--- config.mk ---
export PLATFORM = sky130hd
export DESIGN_NAME = ifid_reg
export DESIGN_NICKNAME = d
export VERILOG_FILES = /design/src/hw/cpu_pkg.sv /design/src/hw/ifid_reg.sv
export VERILOG_INCLUDE_DIRS = /design/src /design/src/hw
export SDC_FILE = /design/constraint.sdc
export NUM_CORES = 1
export LEC_CHECK = 0
export ABC_AREA = 1
export BUFFER_PORTS_ARGS = -buffer_cell sky130_fd_sc_hd__buf_2
export CORE_MARGIN = 4
export CORE_UTILIZATION = 39
export DETAILED_ROUTE_END_ITERATION = 8
export PLACE_DENSITY = 0.89
export SYNTH_ARGS = -nofsm -noshare
export SYNTH_HDL_FRONTEND = slang
export SYNTH_SLANG_ARGS = --single-unit
--- constraint.sdc ---
create_clock -name clk -period 0.9 [get_ports clk]
set_clock_uncertainty 0.05 [all_clocks]
set_input_delay 0.045 -clock clk [delete_from_list [all_inputs] [get_ports clk]]
set_output_delay 0.045 -clock clk [all_outputs]
set_load 0.03 [all_outputs]
--- src/hw/cpu_cfg.svh ---
// CPU front end configuration
`ifndef CPU_CFG_SVH
`define CPU_CFG_SVH

// Data and instruction word width
`define CPU_XLEN 16

// Instruction memory words, must be a power of two
`define CPU_IMEM_DEPTH 256

// Architectural register count
`define CPU_NREGS 16

// Opcode F, all fields zero
`define CPU_NOP_WORD 16'hF000

`endif

--- src/hw/cpu_pkg.sv ---
// CPU front end types
`include "cpu_cfg.svh"

package cpu_pkg;

   typedef enum logic [3:0] {
      OP_ADD  = 4'h0,
      OP_SUB  = 4'h1,
      OP_AND  = 4'h2,
      OP_OR   = 4'h3,
      OP_ADDI = 4'h4, // Imm sits in rt field
      OP_LOAD = 4'h8,
      OP_SAVE = 4'h9,
      OP_CALL = 4'hC,
      OP_NOP  = 4'hF  // Unlisted codes also land here
   } opcode_e;

   // ALU and addi form
   typedef struct packed {
      opcode_e    op;
      logic [3:0] rd;
      logic [3:0] rs;
      logic [3:0] rt;
   } instr_reg_t;

   // Load and save form
   typedef struct packed {
      opcode_e    op;
      logic [3:0] rd;
      logic [7:0] imm8;
   } instr_mem_t;

   // Call form, absolute target
   typedef struct packed {
      opcode_e     op;
      logic [11:0] target12;
   } instr_call_t;

   typedef union packed {
      instr_reg_t  r;
      instr_mem_t  m;
      instr_call_t c;
   } instr_u;

   // IF/ID register content
   typedef struct packed {
      instr_u                instr;
      logic [`CPU_XLEN-1:0] pc;
   } if_id_t;

   typedef struct packed {
      logic                 valid;
      logic [`CPU_XLEN-1:0] target;
   } redirect_t;

   // Decoded bundle out of ID
   typedef struct packed {
      logic                 valid;
      logic [`CPU_XLEN-1:0] pc;
      opcode_e              opcode;
      logic [3:0]           rd;
      logic [`CPU_XLEN-1:0] rs_val;
      logic [`CPU_XLEN-1:0] rt_val;
      logic [`CPU_XLEN-1:0] imm;
      logic                 reg_write;
      logic                 mem_read;
      logic                 mem_write;
      logic                 use_imm;
   } id_out_t;

   // Program load port
   typedef struct packed {
      logic                              en;
      logic [$clog2(`CPU_IMEM_DEPTH)-1:0] addr;
      logic [`CPU_XLEN-1:0]              data;
   } imem_wr_t;

   // Register file write port
   typedef struct packed {
      logic                 en;
      logic [3:0]           addr;
      logic [`CPU_XLEN-1:0] data;
   } rf_wr_t;

endpackage

--- src/hw/ifid_reg.sv ---
// IF/ID pipeline register
`timescale 1ns/1ps
`include "cpu_cfg.svh"

module ifid_reg (
   input  logic               clk,
   input  logic               rst,
   input  logic               hazard,
   input  cpu_pkg::redirect_t redirect,
   input  cpu_pkg::if_id_t    if_word,
   output cpu_pkg::if_id_t    ifid
);

   logic squash; // Drop the incoming word

   // Load-use stall or taken call
   assign squash = hazard || redirect.valid;

   always_ff @(posedge clk) begin
      if (rst) begin
         ifid.instr <= `CPU_NOP_WORD;
         ifid.pc    <= '0;
      end else if (squash) begin
         ifid.instr <= `CPU_NOP_WORD;  // Bubble into ID
         ifid.pc    <= ifid.pc;        // pc holds a real value
      end else begin
         ifid <= if_word;
      end
   end

endmodule

==> metrics.md <==
| Metric | Value |
|---|---|
| I/O Pins | `84` |
| Crit-path cells | `buf_6` |
| Clk root buf | `clkbuf_4` |
| Syn Area/Cell | `7.79 um^2` |
| Total vias in the final route | `1231` |
| Syn Nets | `200` |
| Commonest non-fill, non-tap cell in the layout | `buf_2` |
| Synth-to-Final Area Change | `88.9%` |
| Yosys reg bits | `32` |
| Number of setup violations in the final report | `1` |
| WP data required | `around 810 ps` |
| Initial Util | `between 40% and 50%` |
| Crit path max fanout | `2` |
| Inserted Diodes | `0` |
| Gr usage total | `19.0%` |
| CTS clk-pin slew, worst paths | `90 ps` |
| CP bufs+invs | `1` |
| Delay-heaviest family, CP | `flip-flops` |
| Tcrit/Tclk final | `100%` |
| Clock tree buffer depth | `2` |
| RD Place Congestion | `~0.7` |
| CP Capture Type | `primary output` |
| HPWL Detailed | `1770 um` |
| Worst skew pair latency | `about 320 ps` |
| H-tree depth | `2` |
| Arrival @ worst endpoint | `810 ps` |
| Pwr per Cell Area | `1420 mW/mm^2` |
| NetSw | `0.816 mW` |
| DP Worst Slack | `42.6 ps` |
| Static Leak | `1.14 nW` |
| Die H | `62.4 um` |
| Switching share of power | `26.3%` |
| Global-route wire length before repair | `5670 um` |
| Inserted Clock Buffers | `5` |
| Netlist Area Pre-Place | `about 0.0012 mm^2` |
| Die width | `roughly 62 um` |
| CP max-delay cell | `dfxtp_2` |
| Hold Path Class | `input port to flip-flop` |
| Fmax | `1110 MHz` |
| Startpoint types | `flip-flop` |
| Cells after DPL | `245` |
| Final Hold Vio Count | `0` |
| Fin Setup TNS | `-1.04 ps` |
| DR iter-0 viols | `43` |
| Fin crit period | `901 ps` |
| Largest net degree at the start of global routing | `31` |
| Row count | `19` |
| DRC Markers | `0` |
| Max reg flops | `32` |
| Clock power share | `28.8%` |
| Core area | `0.00278 mm^2` |
| First-pass iteration count of the detailed router | `4` |
| Yosys warns | `0` |
| GR Overflow Total | `0` |
| Failing checks | `negative setup slack` |
| Slew headroom | `88.3%` |
| Port Buffers | `67` |
| Final Non-Filler Cells | `approximately 290` |
| Share of post-route cells with drive strength above 1 | `48.4%` |
| Area of the multi-input gates | `358 um^2` |
| Status | `finished with violations` |
| Post-Syn Instances | `148` |
| Fill count | `195` |
| Unique masters post-synth | `12` |
| Post-layout util | `a little under 80%` |
| P_int | `approximately 2.3 mW` |
| Worst-Margin Slew | `about 180 ps` |
| Logic pwr share | `a little over a fifth` |
| Fin. max-slew vios | `0` |
| Flop pwr share | `roughly half` |
| Slowest cell delay on critical path | `350 ps` |
| Highest-count cells in the layout ignoring fill and taps | `buf_2, nor2_1, dlygate4sd3_1` |
| Max-cap viol count | `0` |
| Detail Route Antenna Nets | `0` |
| DR WL/cell | `12.5 um` |
| Routed WL | `3580 um` |
| Sink Count | `32` |
| Final net count | `308` |
| WS Path Type | `flip-flop to primary output` |
| Die area | `slightly below 0.004 mm^2` |
| Worst setup margin | `-1.04 ps` |
| FF+latch area | `681 um^2` |
| Unrepaired setup endpoints after global routing | `true` |
| Maximum vdd drop | `about 0.0015 V` |
| Vias/cell | `4.29` |
| CTS tree | `done` |
| Initial antenna violation count | `0` |
| Vias in the first global route | `1247` |
| Sequential area share after synthesis | `between 50% and 60%` |
what timing repair did:
item	CTS	global route
pin swaps	0	1
setup endpoints to repair	32	34
hold buffers	34	0
hold endpoints to repair	32	0
setup buffers	0	1
gates resized for setup	83	14
worst register-to-register path, cell delays in order, from the launching register on:
cell and delay (ps):
dfxtp_2 330, nor2_1 100, nor2_1 50
layout make-up:
class / instances / area share, %
clock buffers: 7 / 2.99
inverters: 29 / 4.99
multi-input cells: 82 / 16.4
flip-flops and latches: 32 / 31.2
well taps: 31 / 1.78
repair buffers: 106 / 42.6
logic make-up after synthesis:
group	synth area share (%)
simple gates	31.0
buf+inv	13.4
flops	55.5
synthesized netlist by cell type:
| cell type | count | area (um^2) |
|---|---|---|
| nand2_1 | 32 | 120 |
| nand2_4 | 1 | 11.3 |
| inv_2 | 1 | 3.75 |
| or2_1 | 4 | 25.0 |
| nor2_4 | 1 | 11.3 |
| nor2_2 | 10 | 62.6 |
| nor2_1 | 34 | 128 |
| dfxtp_1 | 32 | 641 |
| buf_2 | 1 | 5.00 |
| buf_6 | 3 | 33.8 |
| inv_1 | 28 | 105 |
| buf_4 | 1 | 7.51 |
layer usage:
layer	GRT usage, %	share of wire (%)	vias up	wire, um
met1	15.1	31	541	1110
li1	-	-	630	-
met5	0	0	-	0
met3	7.01	6.5	13	234
met4	10.1	3.3	0	119
met2	38.1	59	47	2110
final timing paths:
check	from	end	slack, ps	depth (start not counted)
max reg2reg	ifid[10]$_SDFFE_PP0N_	ifid[10]$_SDFFE_PP0N_	260	2
min reg2reg	ifid[14]$_SDFFE_PP0N_	ifid[14]$_SDFFE_PP0N_	440	2
max	ifid[15]$_SDFFE_PP0N_	ifid[15]	-1	1
min	rst	ifid[29]$_SDFF_PP1_	10	4
through the flow:
stage	cell area [um^2]	power [mW]	hold slack (ps)
2_1_floorplan	1150	1.84	94.8
3_3_place_gp	1520	1.99	172
3_5_place_dp	1520	2.00	178
4_1_cts	2140	3.10	-9.74
5_1_grt	2180	3.24	22.8
6_report	2180	3.10	14.1
power by group through the flow:
stage	sequential (mW)	combinational, mW	clock [mW]
floorplan	1.67	0.162	0
global placement	1.54	0.453	0
detailed placement	1.54	0.461	0
CTS	1.53	0.647	0.920
global route	1.54	0.726	0.973
finish	1.54	0.670	0.892
Note: power is estimated with default switching activity, not from simulation.
